===== config.mk =====
export PLATFORM = sky130hd
export DESIGN_NAME = conv_layer
export DESIGN_NICKNAME = d
export VERILOG_FILES = /design/src/conv_pkg.sv /design/src/ctrl_conv.sv /design/src/conv_mac.sv /design/src/feat_accum.sv /design/src/conv_layer.sv
export VERILOG_INCLUDE_DIRS = /design/src
export SDC_FILE = /design/constraint.sdc
export NUM_CORES = 2
export LEC_CHECK = 0
export ABC_AREA = 1
export BUFFER_PORTS_ARGS = -buffer_cell sky130_fd_sc_hd__buf_4
export CAP_MARGIN = 20
export CORE_MARGIN = 2
export CORE_UTILIZATION = 60
export CTS_CLUSTER_DIAMETER = 40
export DETAILED_ROUTE_END_ITERATION = 6
export HOLD_SLACK_MARGIN = 0.08
export PLACE_DENSITY_LB_ADDON = 0.1
export RECOVER_POWER = 25
export SLEW_MARGIN = 30
export SYNTH_ARGS = -nofsm -noshare
export SYNTH_HDL_FRONTEND = slang
export SYNTH_SLANG_ARGS = --single-unit

===== constraint.sdc =====
create_clock -name clk -period 16.81 [get_ports clk]
set_clock_uncertainty 0.15 [all_clocks]
set_input_delay 0 -clock clk [delete_from_list [all_inputs] [get_ports clk]]
set_output_delay 0 -clock clk [all_outputs]
set_load 0.01 [all_outputs]

===== src/conv_defs.svh =====
`ifndef CONV_DEFS_SVH
`define CONV_DEFS_SVH

// ~~~~~~~~~~~~~~~~~~~~~~~~~~~~~~~~~~~~~~~~~~~~~~~~~~~~~~~~~~~~~~~~~~~~~~~~~~~
// Geometry
// ~~~~~~~~~~~~~~~~~~~~~~~~~~~~~~~~~~~~~~~~~~~~~~~~~~~~~~~~~~~~~~~~~~~~~~~~~~~
`define LWIDTH  4   // Size and coordinate values.
`define IMG_MAX 8   // Largest image side.
`define FMAX    3   // Largest filter side.
`define IADDR   6   // Image buffer address, log2 of IMG_MAX squared.
`define WADDR   4   // Weight tap index, covers FMAX squared taps.

// ~~~~~~~~~~~~~~~~~~~~~~~~~~~~~~~~~~~~~~~~~~~~~~~~~~~~~~~~~~~~~~~~~~~~~~~~~~~
// Data widths
// ~~~~~~~~~~~~~~~~~~~~~~~~~~~~~~~~~~~~~~~~~~~~~~~~~~~~~~~~~~~~~~~~~~~~~~~~~~~
`define DWIDTH  8   // Signed pixel.
`define WWIDTH  8   // Signed weight.
`define PWIDTH  20  // Signed windowed sum of products.
`define RWIDTH  24  // Signed accumulated feature.
`define FACCUM  6   // Feature memory address, up to 64 features.

// Latencies, counted from the command to the block output.
`define D_CONV  2
`define D_ACCUM 1

`endif


===== src/conv_pkg.sv =====
`include "conv_defs.svh"

package conv_pkg;

  // ~~~~~~~~~~~~~~~~~~~~~~~~~~~~~~~~~~~~~~~~~~~~~~~~~~~~~~~~~~~~~~~~~~~~~~~~
  // Control word
  // ~~~~~~~~~~~~~~~~~~~~~~~~~~~~~~~~~~~~~~~~~~~~~~~~~~~~~~~~~~~~~~~~~~~~~~~~

  typedef struct packed {
    logic start;  // Begins a layer result.
    logic valid;  // One data word in this cycle.
    logic stop;   // Last data word of a sweep.
  } ctrl_t;

  // Window origin handed to the execute stage.
  typedef struct packed {
    ctrl_t              ctrl;
    logic [`LWIDTH-1:0] x;
    logic [`LWIDTH-1:0] y;
  } conv_cmd_t;

  // ~~~~~~~~~~~~~~~~~~~~~~~~~~~~~~~~~~~~~~~~~~~~~~~~~~~~~~~~~~~~~~~~~~~~~~~~
  // States
  // ~~~~~~~~~~~~~~~~~~~~~~~~~~~~~~~~~~~~~~~~~~~~~~~~~~~~~~~~~~~~~~~~~~~~~~~~

  // Phase supplied by the core sequencer.
  typedef enum logic [1:0] {
    CORE_WAIT,
    CORE_NETWORK,
    CORE_INPUT,
    CORE_OUTPUT
  } core_state_t;

  // Layer FSM inside the decode block.
  typedef enum logic {
    S_WAIT,
    S_ACTIVE
  } ctrl_state_t;

endpackage


===== src/ctrl_conv.sv =====
`timescale 1ns/1ps
`include "conv_defs.svh"

module ctrl_conv (
  input  logic                  clk,
  input  logic                  xrst,
  input  conv_pkg::ctrl_t       in_ctrl,
  input  conv_pkg::core_state_t core_state,
  input  logic [`LWIDTH-1:0]    img_size,
  input  logic [`LWIDTH-1:0]    fil_size,
  input  logic                  first_input,
  input  logic                  last_input,
  output logic                  img_we,
  output logic [`IADDR-1:0]     img_addr,
  output conv_pkg::conv_cmd_t   conv_cmd,
  output logic [`LWIDTH-1:0]    fil_size_q,
  output conv_pkg::ctrl_t       accum_ctrl,
  output logic                  feat_we,
  output logic                  feat_rst,
  output logic [`FACCUM-1:0]    feat_addr,
  output logic [`FACCUM-1:0]    feat_addr_d,
  output logic                  conv_oe,
  output conv_pkg::ctrl_t       out_ctrl,
  output logic [`LWIDTH-1:0]    fea_size
);

  localparam int DOUT = `D_CONV + `D_ACCUM;

  conv_pkg::ctrl_state_t         state;
  conv_pkg::core_state_t         core_q;
  logic                          wait_back;
  logic [`LWIDTH-1:0]            img_size_q;
  logic [`LWIDTH-1:0]            x;
  logic [`LWIDTH-1:0]            y;
  logic                          pixel_in;
  logic                          issue;
  logic                          img_xend;
  logic                          img_last;
  logic                          fea_xend;
  logic                          fea_last;
  logic [`D_CONV-1:0]            rst_pipe;
  logic [`D_CONV:0][`FACCUM-1:0] addr_pipe;
  conv_pkg::ctrl_t [DOUT-1:0]    ctrl_pipe;

  // ~~~~~~~~~~~~~~~~~~~~~~~~~~~~~~~~~~~~~~~~~~~~~~~~~~~~~~~~~~~~~~~~~~~~~~~~
  // Layer FSM and sizes
  // ~~~~~~~~~~~~~~~~~~~~~~~~~~~~~~~~~~~~~~~~~~~~~~~~~~~~~~~~~~~~~~~~~~~~~~~~

  always_ff @(posedge clk) begin
    if (!xrst) begin
      state <= conv_pkg::S_WAIT;
    end else begin
      case (state)
        conv_pkg::S_WAIT:   if (in_ctrl.start) state <= conv_pkg::S_ACTIVE;
        conv_pkg::S_ACTIVE: if (out_ctrl.stop) state <= conv_pkg::S_WAIT;
        default:            state <= conv_pkg::S_WAIT;
      endcase
    end
  end

  always_ff @(posedge clk) begin
    if (!xrst) begin
      core_q <= conv_pkg::CORE_WAIT;
    end else begin
      core_q <= core_state;  // Phase changes act one cycle late.
    end
  end

  always_ff @(posedge clk) begin
    if (!xrst) begin
      img_size_q <= '0;
      fil_size_q <= '0;
      fea_size   <= '0;
    end else if (state == conv_pkg::S_WAIT && in_ctrl.start) begin
      img_size_q <= img_size;
      fil_size_q <= fil_size;
      fea_size   <= img_size - fil_size + `LWIDTH'(1);
    end
  end

  // ~~~~~~~~~~~~~~~~~~~~~~~~~~~~~~~~~~~~~~~~~~~~~~~~~~~~~~~~~~~~~~~~~~~~~~~~
  // Position counters
  // ~~~~~~~~~~~~~~~~~~~~~~~~~~~~~~~~~~~~~~~~~~~~~~~~~~~~~~~~~~~~~~~~~~~~~~~~

  assign pixel_in = state == conv_pkg::S_ACTIVE && core_q == conv_pkg::CORE_INPUT
                    && in_ctrl.valid;
  assign issue    = state == conv_pkg::S_ACTIVE && core_q == conv_pkg::CORE_OUTPUT
                    && !wait_back;
  assign img_xend = x == img_size_q - `LWIDTH'(1);
  assign img_last = img_xend && y == img_size_q - `LWIDTH'(1);
  assign fea_xend = x == fea_size - `LWIDTH'(1);
  assign fea_last = fea_xend && y == fea_size - `LWIDTH'(1);

  assign img_we   = pixel_in;
  assign img_addr = `IADDR'(y * `IMG_MAX + x);  // Row-major image buffer.

  always_ff @(posedge clk) begin
    if (!xrst) begin
      x <= '0;
      y <= '0;
    end else if (state == conv_pkg::S_WAIT) begin
      x <= '0;
      y <= '0;
    end else if (pixel_in) begin
      x <= img_xend ? '0 : x + `LWIDTH'(1);
      if (img_xend) y <= img_last ? '0 : y + `LWIDTH'(1);
    end else if (issue) begin
      x <= fea_xend ? '0 : x + `LWIDTH'(1);
      if (fea_xend) y <= fea_last ? '0 : y + `LWIDTH'(1);
    end
  end

  // Held after the last window until the next layer start.
  always_ff @(posedge clk) begin
    if (!xrst) begin
      wait_back <= 1'b0;
    end else if (in_ctrl.start) begin
      wait_back <= 1'b0;
    end else if (issue && fea_last) begin
      wait_back <= 1'b1;
    end
  end

  // ~~~~~~~~~~~~~~~~~~~~~~~~~~~~~~~~~~~~~~~~~~~~~~~~~~~~~~~~~~~~~~~~~~~~~~~~
  // Command and delay lines
  // ~~~~~~~~~~~~~~~~~~~~~~~~~~~~~~~~~~~~~~~~~~~~~~~~~~~~~~~~~~~~~~~~~~~~~~~~

  always_ff @(posedge clk) begin
    if (!xrst) begin
      conv_cmd <= '0;
    end else begin
      conv_cmd.ctrl.start <= pixel_in && last_input && img_last;
      conv_cmd.ctrl.valid <= issue;
      conv_cmd.ctrl.stop  <= issue && fea_last;
      conv_cmd.x          <= x;
      conv_cmd.y          <= y;
    end
  end

  // Stage 0 is the running feature index of the current command.
  always_ff @(posedge clk) begin
    if (!xrst) begin
      addr_pipe <= '0;
      rst_pipe  <= '0;
      ctrl_pipe <= '0;
    end else begin
      if (conv_cmd.ctrl.valid) begin
        addr_pipe[0] <= conv_cmd.ctrl.stop ? '0 : addr_pipe[0] + `FACCUM'(1);
      end
      for (int i = 1; i <= `D_CONV; i++) addr_pipe[i] <= addr_pipe[i-1];
      rst_pipe[0] <= conv_cmd.ctrl.valid && first_input;
      for (int i = 1; i < `D_CONV; i++) rst_pipe[i] <= rst_pipe[i-1];
      ctrl_pipe[0] <= conv_cmd.ctrl;
      for (int i = 1; i < DOUT; i++) ctrl_pipe[i] <= ctrl_pipe[i-1];
    end
  end

  assign accum_ctrl  = ctrl_pipe[`D_CONV-1];  // Aligned with the execute sum.
  assign feat_we     = accum_ctrl.valid;
  assign feat_rst    = rst_pipe[`D_CONV-1];
  assign feat_addr   = addr_pipe[`D_CONV-1];  // Read one cycle ahead of the write.
  assign feat_addr_d = addr_pipe[`D_CONV];
  assign out_ctrl    = ctrl_pipe[DOUT-1];
  assign conv_oe     = ctrl_pipe[DOUT-2].valid;

  a_valid_active: assert property (@(posedge clk) disable iff (!xrst)
    conv_cmd.ctrl.valid |-> state == conv_pkg::S_ACTIVE);

  // The stop word closes the sweep, so no word follows it.
  a_stop_valid: assert property (@(posedge clk) disable iff (!xrst)
    out_ctrl.stop |-> out_ctrl.valid ##1 !out_ctrl.valid);

endmodule


===== src/conv_mac.sv =====
`timescale 1ns/1ps
`include "conv_defs.svh"

module conv_mac (
  input  logic                       clk,
  input  logic                       xrst,
  input  logic                       img_we,
  input  logic [`IADDR-1:0]          img_addr,
  input  logic signed [`DWIDTH-1:0]  pixel,
  input  logic                       w_we,
  input  logic [`WADDR-1:0]          w_addr,
  input  logic signed [`WWIDTH-1:0]  w_data,
  input  conv_pkg::conv_cmd_t        cmd,
  input  logic [`LWIDTH-1:0]         fil_size,
  output logic signed [`PWIDTH-1:0]  sum
);

  localparam int NTAP   = `FMAX * `FMAX;
  localparam int MWIDTH = `DWIDTH + `WWIDTH;

  logic signed [`DWIDTH-1:0] img_mem [`IMG_MAX*`IMG_MAX];
  logic signed [`WWIDTH-1:0] weight  [NTAP];
  logic signed [MWIDTH-1:0]  prod_d  [NTAP];
  logic signed [MWIDTH-1:0]  prod_q  [NTAP];
  logic signed [`PWIDTH-1:0] tree;

  // ~~~~~~~~~~~~~~~~~~~~~~~~~~~~~~~~~~~~~~~~~~~~~~~~~~~~~~~~~~~~~~~~~~~~~~~~
  // Buffers
  // ~~~~~~~~~~~~~~~~~~~~~~~~~~~~~~~~~~~~~~~~~~~~~~~~~~~~~~~~~~~~~~~~~~~~~~~~

  always_ff @(posedge clk) begin
    if (img_we) img_mem[img_addr] <= pixel;
  end

  always_ff @(posedge clk) begin
    if (w_we) weight[w_addr] <= w_data;  // Tap index is row times FMAX plus column.
  end

  // ~~~~~~~~~~~~~~~~~~~~~~~~~~~~~~~~~~~~~~~~~~~~~~~~~~~~~~~~~~~~~~~~~~~~~~~~
  // Stage 1, window products
  // ~~~~~~~~~~~~~~~~~~~~~~~~~~~~~~~~~~~~~~~~~~~~~~~~~~~~~~~~~~~~~~~~~~~~~~~~

  for (genvar r = 0; r < `FMAX; r++) begin : g_row
    for (genvar c = 0; c < `FMAX; c++) begin : g_col
      logic [`IADDR-1:0]        addr;
      logic                     tap_on;
      logic signed [MWIDTH-1:0] mult;

      assign addr   = `IADDR'((int'(cmd.y) + r) * `IMG_MAX + int'(cmd.x) + c);
      assign tap_on = r < fil_size && c < fil_size;
      assign mult   = img_mem[addr] * weight[r*`FMAX+c];
      assign prod_d[r*`FMAX+c] = tap_on ? mult : '0;  // Taps outside the filter add nothing.
    end
  end

  always_ff @(posedge clk) begin
    prod_q <= prod_d;
  end

  // ~~~~~~~~~~~~~~~~~~~~~~~~~~~~~~~~~~~~~~~~~~~~~~~~~~~~~~~~~~~~~~~~~~~~~~~~
  // Stage 2, adder tree
  // ~~~~~~~~~~~~~~~~~~~~~~~~~~~~~~~~~~~~~~~~~~~~~~~~~~~~~~~~~~~~~~~~~~~~~~~~

  always_comb begin
    tree = '0;
    for (int i = 0; i < NTAP; i++) tree = tree + prod_q[i];
  end

  always_ff @(posedge clk) begin
    if (!xrst) begin
      sum <= '0;
    end else begin
      sum <= tree;
    end
  end

  a_window_inside: assert property (@(posedge clk) disable iff (!xrst)
    cmd.ctrl.valid |-> int'(cmd.x) + int'(fil_size) <= `IMG_MAX
                    && int'(cmd.y) + int'(fil_size) <= `IMG_MAX);

endmodule


===== src/feat_accum.sv =====
`timescale 1ns/1ps
`include "conv_defs.svh"

module feat_accum (
  input  logic                       clk,
  input  logic                       xrst,
  input  logic                       feat_we,
  input  logic                       feat_rst,
  input  logic [`FACCUM-1:0]         feat_addr,
  input  logic [`FACCUM-1:0]         feat_addr_d,
  input  logic signed [`PWIDTH-1:0]  sum,
  output logic signed [`RWIDTH-1:0]  out_data
);

  logic signed [`RWIDTH-1:0] feat_mem [2**`FACCUM];
  logic signed [`RWIDTH-1:0] rd_q;
  logic signed [`RWIDTH-1:0] sum_ext;
  logic signed [`RWIDTH-1:0] wdata;

  // ~~~~~~~~~~~~~~~~~~~~~~~~~~~~~~~~~~~~~~~~~~~~~~~~~~~~~~~~~~~~~~~~~~~~~~~~
  // Read-modify-write
  // ~~~~~~~~~~~~~~~~~~~~~~~~~~~~~~~~~~~~~~~~~~~~~~~~~~~~~~~~~~~~~~~~~~~~~~~~

  always_ff @(posedge clk) begin
    rd_q <= feat_mem[feat_addr];  // Ready in the cycle the sum arrives.
  end

  assign sum_ext = `RWIDTH'(sum);
  assign wdata   = feat_rst ? sum_ext : rd_q + sum_ext;  // The first channel starts from zero.

  always_ff @(posedge clk) begin
    if (feat_we) feat_mem[feat_addr_d] <= wdata;
  end

  always_ff @(posedge clk) begin
    if (!xrst) begin
      out_data <= '0;
    end else if (feat_we) begin
      out_data <= wdata;
    end
  end

  a_rst_with_we: assert property (@(posedge clk) disable iff (!xrst)
    feat_rst |-> feat_we);

endmodule


===== src/conv_layer.sv =====
`timescale 1ns/1ps
`include "conv_defs.svh"

module conv_layer (
  input  logic                       clk,
  input  logic                       xrst,
  input  conv_pkg::ctrl_t            in_ctrl,
  input  conv_pkg::core_state_t      core_state,
  input  logic [`LWIDTH-1:0]         img_size,
  input  logic [`LWIDTH-1:0]         fil_size,
  input  logic                       first_input,
  input  logic                       last_input,
  input  logic signed [`DWIDTH-1:0]  pixel,
  input  logic                       w_we,
  input  logic [`WADDR-1:0]          w_addr,
  input  logic signed [`WWIDTH-1:0]  w_data,
  output conv_pkg::ctrl_t            out_ctrl,
  output logic signed [`RWIDTH-1:0]  out_data,
  output logic                       conv_oe,
  output logic [`LWIDTH-1:0]         fea_size
);

  logic                      img_we;
  logic [`IADDR-1:0]         img_addr;
  conv_pkg::conv_cmd_t       conv_cmd;
  logic [`LWIDTH-1:0]        fil_size_q;
  conv_pkg::ctrl_t           accum_ctrl;
  logic                      feat_we;
  logic                      feat_rst;
  logic [`FACCUM-1:0]        feat_addr;
  logic [`FACCUM-1:0]        feat_addr_d;
  logic signed [`PWIDTH-1:0] conv_sum;

  ctrl_conv u_ctrl (
    .clk(clk), .xrst(xrst), .in_ctrl(in_ctrl), .core_state(core_state),
    .img_size(img_size), .fil_size(fil_size),
    .first_input(first_input), .last_input(last_input),
    .img_we(img_we), .img_addr(img_addr), .conv_cmd(conv_cmd), .fil_size_q(fil_size_q),
    .accum_ctrl(accum_ctrl), .feat_we(feat_we), .feat_rst(feat_rst),
    .feat_addr(feat_addr), .feat_addr_d(feat_addr_d),
    .conv_oe(conv_oe), .out_ctrl(out_ctrl), .fea_size(fea_size)
  );

  conv_mac u_mac (
    .clk(clk), .xrst(xrst), .img_we(img_we), .img_addr(img_addr), .pixel(pixel),
    .w_we(w_we), .w_addr(w_addr), .w_data(w_data),
    .cmd(conv_cmd), .fil_size(fil_size_q), .sum(conv_sum)
  );

  feat_accum u_accum (
    .clk(clk), .xrst(xrst), .feat_we(feat_we), .feat_rst(feat_rst),
    .feat_addr(feat_addr), .feat_addr_d(feat_addr_d),
    .sum(conv_sum), .out_data(out_data)
  );

  // The last write of a sweep lands on the last feature of the map.
  a_sweep_end: assert property (@(posedge clk) disable iff (!xrst)
    accum_ctrl.stop |-> int'(feat_addr_d) == int'(fea_size) * int'(fea_size) - 1);

endmodule


Word-level counts from Yosys, hierarchy flattened
Memory sizes are Yosys's and may differ from the RTL's. A register that Yosys moved wholly into a read port is not among the register bits.
Index checks and enable logic that the tools add are counted.
{ "totals": {"memories": 3, "latch_bits": 0, "ff_bits": 251, "input_bits": 38, "mem_bits_ro": 0, "mem_bits_rw": 2120} }
{ "memory_table": {"columns": ["name", "depth", "width", "rd", "rd_clocked_by_memory_dff", "write_ports", "line", "source"], "rows": [
  ["u_accum.feat_mem", 64, 24, 1, 1, 1, "feat_accum.sv:15", "logic signed [`RWIDTH-1:0] feat_mem [2**`FACCUM];"],
  ["u_mac.img_mem", 64, 8, 9, 0, 1, "conv_mac.sv:21", "logic signed [`DWIDTH-1:0] img_mem [`IMG_MAX*`IMG_MAX];"],
  ["u_mac.weight", 9, 8, 9, 0, 1, "conv_mac.sv:22", "logic signed [`WWIDTH-1:0] weight [NTAP];"]
]} }
{ "classes": {"bitwise": 2, "n_addsub": 28, "eq_ne": 7, "magnitude_cmp": 3, "n_mul": 9, "shifts": 0, "muxes": 21, "reduce_logical": 20, "n_div": 0} }
{ "op_table": {"columns": ["operator", "n"], "rows": [
  ["8-bit by 8-bit multiplier with 16-bit output", 9],
  ["20-bit by 16-bit adder with 20-bit output", 6],
  ["4-bit 2-to-1 mux", 10],
  ["24-bit by 20-bit adder with 24-bit output", 1],
  ["24-bit 2-to-1 mux", 1],
  ["17-bit by 16-bit adder with 18-bit output", 1],
  ["6-bit by 2-bit adder with 6-bit output, second input constant", 3],
  ["6-bit by 3-bit adder with 6-bit output, second input constant", 3],
  ["16-bit by 16-bit adder with 17-bit output", 1],
  ["4-bit equality test", 4],
  ["1-bit logical AND", 14],
  ["4-bit by 1-bit adder with 4-bit output, second input constant", 3],
  ["6-bit by 4-bit adder with 6-bit output", 2],
  ["6-bit by 5-bit adder with 6-bit output", 2],
  ["1-bit by 4-bit < comparator with 1-bit output, first input constant", 2],
  ["1-bit 2-to-1 mux", 8],
  ["4-bit by 1-bit subtractor with 4-bit output, second input constant", 2],
  ["6-bit by 1-bit adder with 6-bit output, second input constant", 1],
  ["6-bit 2-to-1 mux", 1],
  ["2-bit equality test, second input constant", 2],
  ["2-bit by 4-bit < comparator with 1-bit output, first input constant", 1],
  ["2-bit nonzero test", 2],
  ["4-bit subtractor", 1],
  ["3-bit by 1-bit adder with 3-bit output, second input constant", 1],
  ["8 further kinds", 9]
]} }

Depth between registers and ports, before layout
{ "depth": {"depth_word": 8, "ltp_mapped": 33} }

By module
Synthesis repeated with hierarchy kept, for this count alone.
{ "hier_totals": {"hier_cells": 13800, "area_unflattened_um2": 131962.8} }
{ "modules_own_cells": {"columns": ["mod", "instances", "cells_per_inst", "area_per_inst_um2"], "rows": [
  ["conv_mac", 1, 7979, 64824.7],
  ["feat_accum", 1, 5425, 64201.6],
  ["ctrl_conv", 1, 396, 2936.6]
]} }

Worst setup path after synthesis
No wires, ideal clock.
{ "synth_path": {"path_kind": "register -> register", "start": "register, netlist name u_ctrl.conv_cmd[1]", "end": "register u_mac.prod_q[60] in the netlist's numbering", "arrival_time_ps": 5418, "period_less_slack_ps": 5700, "slack_ps": 11110, "path_stages_with_launch": 26, "n_path_buf": 2, "required_ps": 16528, "cell_sequence": "dfxtp_1 -> ha_1 -> ha_1 -> buf_2 -> clkinv_1 -> xor2_2 -> inv_2 -> buf_2 -> nand2_1 -> nand3_1 -> nand2_1 -> nand2_1 -> fa_1 -> fa_1 -> inv_1 -> fa_1 -> fa_1 -> ha_1 -> a21oi_1 -> nand2_1 -> a21oi_1 -> nor2_1 -> o21ai_0 -> nand2_1 -> nand2_1 -> a21oi_1"} }
{ "synth_between": {"elab_chain_cells": 5} }
{ "synth_lines": {"columns": ["element", "line", "source"], "rows": [
  ["3-bit by 1-bit adder with 3-bit output", "conv_mac.sv:49", "assign addr = `IADDR'((int'(cmd.y) + r) * `IMG_MAX + int'(cmd.x) + c);"],
  ["6-bit by 5-bit adder with 6-bit output", "conv_mac.sv:49", null],
  ["6-bit by 3-bit adder with 6-bit output", "conv_mac.sv:49", null],
  ["memory read 64 x 8 bit", null, null],
  ["8-bit by 8-bit multiplier with 16-bit output", "conv_mac.sv:51", "assign mult = img_mem[addr] * weight[r*`FMAX+c];"],
  ["end signal: assignment", "conv_mac.sv:57", "prod_q <= prod_d;"],
  ["end: declaration", "conv_mac.sv:24", "logic signed [MWIDTH-1:0] prod_q [NTAP];"]
]} }
No other way between the ends.
A chain may end at the register's enable or synchronous reset.

Final worst setup path
{ "layout_path": {"start": "register, netlist name u_ctrl.conv_cmd[5]", "end": "register u_mac.prod_q[77] in the netlist's numbering"} }
{ "layout_between": {"elab_chain_cells": 4} }
{ "layout_lines": {"columns": ["element", "line"], "rows": [
  ["6-bit by 5-bit adder with 6-bit output", "conv_mac.sv:49"],
  ["6-bit by 2-bit adder with 6-bit output", "conv_mac.sv:49"],
  ["memory read 64 x 8 bit", null],
  ["8-bit by 8-bit multiplier with 16-bit output", "conv_mac.sv:51"]
]} }
No other way between the ends.

==> reports/results.ini <==
[yosys]
yosysUniqueCellTypes=53
synth_xor_area_share_pct=0.7786
synthTopCellsByArea=edfxtp_1 49%, fa_1 9.2%, nand2_1 8.1%
synth_seq_area_share_pct=52.75
synth_nets=14580
synth_warnings=0
synth.largest_area_cell=edfxtp_1
synthCells=13600
synthesis.area_um2=131100
synth_compound_area_share_pct=8.487
synth_top_area_share_pct=48.55
yosys.area_share.adder_pct=12.43
ys_seq_elements=2395
ys_async_sr_fraction_pct=0
synthMuxAreaShare_pct=0
synth_top_family_by_area=simple AND/OR/NAND/NOR gates
yosys.area_share.simple_pct=19.54
ys.flop_type=edfxtp_1
synth_enable_flop_cells=2120
synth.avg_cell_area_um2=9.641

[sta]
finalHoldViolCount=0
final_max_slew_viol_count=1094
tightest_slew_ns=3.810
worst_slack_ns=7.303
fin_tns_setup_ns=0
relSlewSlack_pct=-154.0
setup_viol=0
fmax_mhz=105.2
grt_setup_unrepaired=no
fin_crit_sh_pct=56.55
fin_crit_ns=9.507

[final_layout]
nNetsFinal=14570
multi_input_area_um2=54550
area_growth_pct=11.87
seq_area_um2=69190
drive_above_1_share_pct=7.292
fill_cells=16340
fin_util_pct=67.55

[setup_path]
worstReg2RegStart=u_ctrl.conv_cmd[5]$_SDFF_PN0_
cp_max_fo=57
rrSetupSlack_ns=7.30
cp_top_family=buffers and inverters
critPathBufInv=7
cp_slowest_cell=buf_4
rr_endpoint=u_mac.prod_q[77]$_SDFF_PP0_
crit_path_end_kind=flip-flop
cpMostUsedCell=nand3_1
r2r_cells=27
slowest_delay_ns=0.78
path_class=reg -> reg
path_depth=27
startpoint_type=flip-flop
cp.required_ns=17.51
cp.arrival_ns=10.21

[floorplan]
die_h_um=471.5
initial_utilization_pct=60.38
num_rows=171
io_pins=70
dieArea_um2=222300
chipWidth_um=471.5
coreArea_um2=217200

[route]
vias=103200
detail_route.vias_per_cell=6.169
ant_nets=0
detail_route.wl_per_cell_um=26.04
drt_wl_total_um=435500
firstDrtPassIters=7
drt_iter0_drc=12480
route.detailed.drc=7

[grt]
grt_max_degree=227
grt_pass1_wl_um=641400
track_usage_pct=39.06
antenna_found_initial=11
grt_overflow=0
first_global_vias=101400

[power_and_ir_drop]
peakVddDrop_uv=493.3
power.leakage_uw=0.05874
power_density_nw_per_um2=156.2

[cts]
htree_levels=5
ctsRootBufferMaster=clkbuf_16
numCtsBuffers=351
clk-insertion-delay-late_ns=0.96
cts_tree=yes
cts_sinks=2395
cts.reportedPaths.clkPinSlew_ns=0.06
clock_path_buffers=4

[placed_design]
gp_congestion=0.9963
port_buffers=68
dpl_worst_slack_ns=7.514
dp.final_hpwl_um=285800

[min_path]
hold_depth=4
hold-path-endpoint=u_mac.weight[1][0]$_DFFE_PP_
hp-start=w_addr[0]
hold_path_class=in -> reg

[run_status]
violations=design-rule violations, max-capacitance violations, max-slew violations
status=finished, violations left

[job]
maxCapViolCount=32

per-stage QoR:
step	hold slack, ns	cells	area [µm²]	total power (µW)
6_report	0.1609	16720	146700	22910
3_3_place_gp	0.03293	16000	134100	15330
5_1_grt	0.1968	16720	146700	24220
2_1_floorplan	-0.07069	13600	131100	12950
4_1_cts	0.08421	16720	147000	22900
3_5_place_dp	0.03213	16000	134200	15400
layer usage:
metal,track usage [%],wire length [µm],vias to the layer above
li1,-,-,46130
met2,63.86,205500,5800
met3,6.337,37280,1437
met5,0.1298,8,-
met4,30.11,40580,2
met1,46.42,152100,49800
flip-flops by register name (all words and copies together) (netlist names), 3 cells and up:
register            cells
u_mac.img_mem         512
u_ctrl.y                4
u_ctrl.fil_size_q       4
u_ctrl.addr_pipe        6
u_ctrl.fea_size         4
u_mac.weight           72
u_ctrl.x                4
u_accum.rd_q           24
u_ctrl.feat_addr        6
u_ctrl.conv_cmd        10
u_ctrl.ctrl_pipe        3
u_mac.sum              20
u_ctrl.out_ctrl         3
u_accum.feat_mem     1536
u_ctrl.feat_addr_d      6
u_accum.out_data       24
u_mac.prod_q          144
u_ctrl.img_size_q       4
final cells by class:
class	count	area share, %
inverters	1277	3.298
clock inverters	240	1.939
clock buffers	387	6.187
flip-flops and latches	2395	47.17
diodes	4	0.006823
repair buffers	345	1.783
multi-input cells	9221	37.18
well taps	2854	2.434
worst max path at each step:
stage	start	to	slack (ns)
4_1_cts	u_ctrl.conv_cmd[5]$_SDFF_PN0_	u_mac.prod_q[77]$_SDFF_PP0_	7.48
3_5_place_dp	u_ctrl.conv_cmd[5]$_SDFF_PN0_	u_mac.prod_q[77]$_SDFF_PP0_	7.51
3_3_place_gp	u_ctrl.conv_cmd[0]$_SDFF_PN0_	u_mac.prod_q[29]$_SDFF_PN0_	7.34
2_1_floorplan	u_ctrl.conv_cmd[1]$_SDFF_PN0_	u_mac.prod_q[60]$_SDFF_PN0_	11.11
5_1_grt	u_ctrl.conv_cmd[5]$_SDFF_PN0_	u_mac.prod_q[77]$_SDFF_PP0_	7.00
6_report	u_ctrl.conv_cmd[5]$_SDFF_PN0_	u_mac.prod_q[77]$_SDFF_PP0_	7.30
cell usage after synthesis (all sizes together) (3+ instances only):
| cell type | n |
|---|---|
| inv | 1273 |
| nor3 | 28 |
| a22oi | 11 |
| dfxtp | 275 |
| o21bai | 21 |
| edfxtp | 2120 |
| o21ai | 1176 |
| a31oi | 10 |
| nand4 | 28 |
| o2111ai | 6 |
| a21oi | 342 |
| o211ai | 77 |
| nand3b | 8 |
| nand2 | 2821 |
| clkbuf | 383 |
| nor4 | 13 |
| nor3b | 3 |
| nor2 | 1419 |
| a21boi | 4 |
| clkinv | 4 |
| xor2 | 44 |
| nand3 | 1679 |
| or2 | 101 |
| xnor2 | 67 |
| and2 | 16 |
| a21o | 8 |
| o21a | 8 |
| buf | 325 |
| o22ai | 385 |
| ha | 340 |
| fa | 602 |
worst reg2reg max path, delay by kind of cell (launching register included):
kind / cells / cell delay (ns)
flip-flops: 1 / 0.64
adder cells (fa/ha/maj): 6 / 2.70
AND/OR/NAND/NOR: 8 / 1.69
buffers and inverters: 7 / 3.03
AO/OA/AOI/OAI: 6 / 1.21
layout by cell type (no fill, tap or decap), types with 52 or more instances in the layout:
master	n
or2_2	84
ha_1	337
fa_1	602
buf_4	167
dlygate4sd3_1	86
inv_1	1250
xnor2_1	63
o21ai_0	1098
edfxtp_1	2120
dfxtp_1	267
nor2_2	68
nor2_1	1343
inv_6	52
o21ai_1	69
nand3_1	1669
a21oi_1	342
clkbuf_1	108
nand2_1	2796
clkbuf_16	357
o211ai_1	77
o22ai_1	385
power by group:
part           internal, µW  switching [µW]  total, µW
Combinational          2570            5360       7930
Sequential             7450             100       7550
Clock                  4630            2810       7430
Total                 14600            8270      22900
cells by family after synthesis:
| family | Yosys count |
|---|---|
| buffers and inverters | 1985 |
| XOR/XNOR | 111 |
| AND/OR/NAND/NOR | 6117 |
| AO/OA/AOI/OAI | 2051 |
| adder cells (fa/ha/maj) | 942 |
| flip-flops | 2395 |
timing repair:
action / 4_1_cts / 5_1_grt
setup buffers: 0 / 0
resized for setup: 0 / 0
hold buffers: 90 / 0
hold endpoints to repair: 734 / 0
No activity file was read; power rests on OpenSTA's default activity.
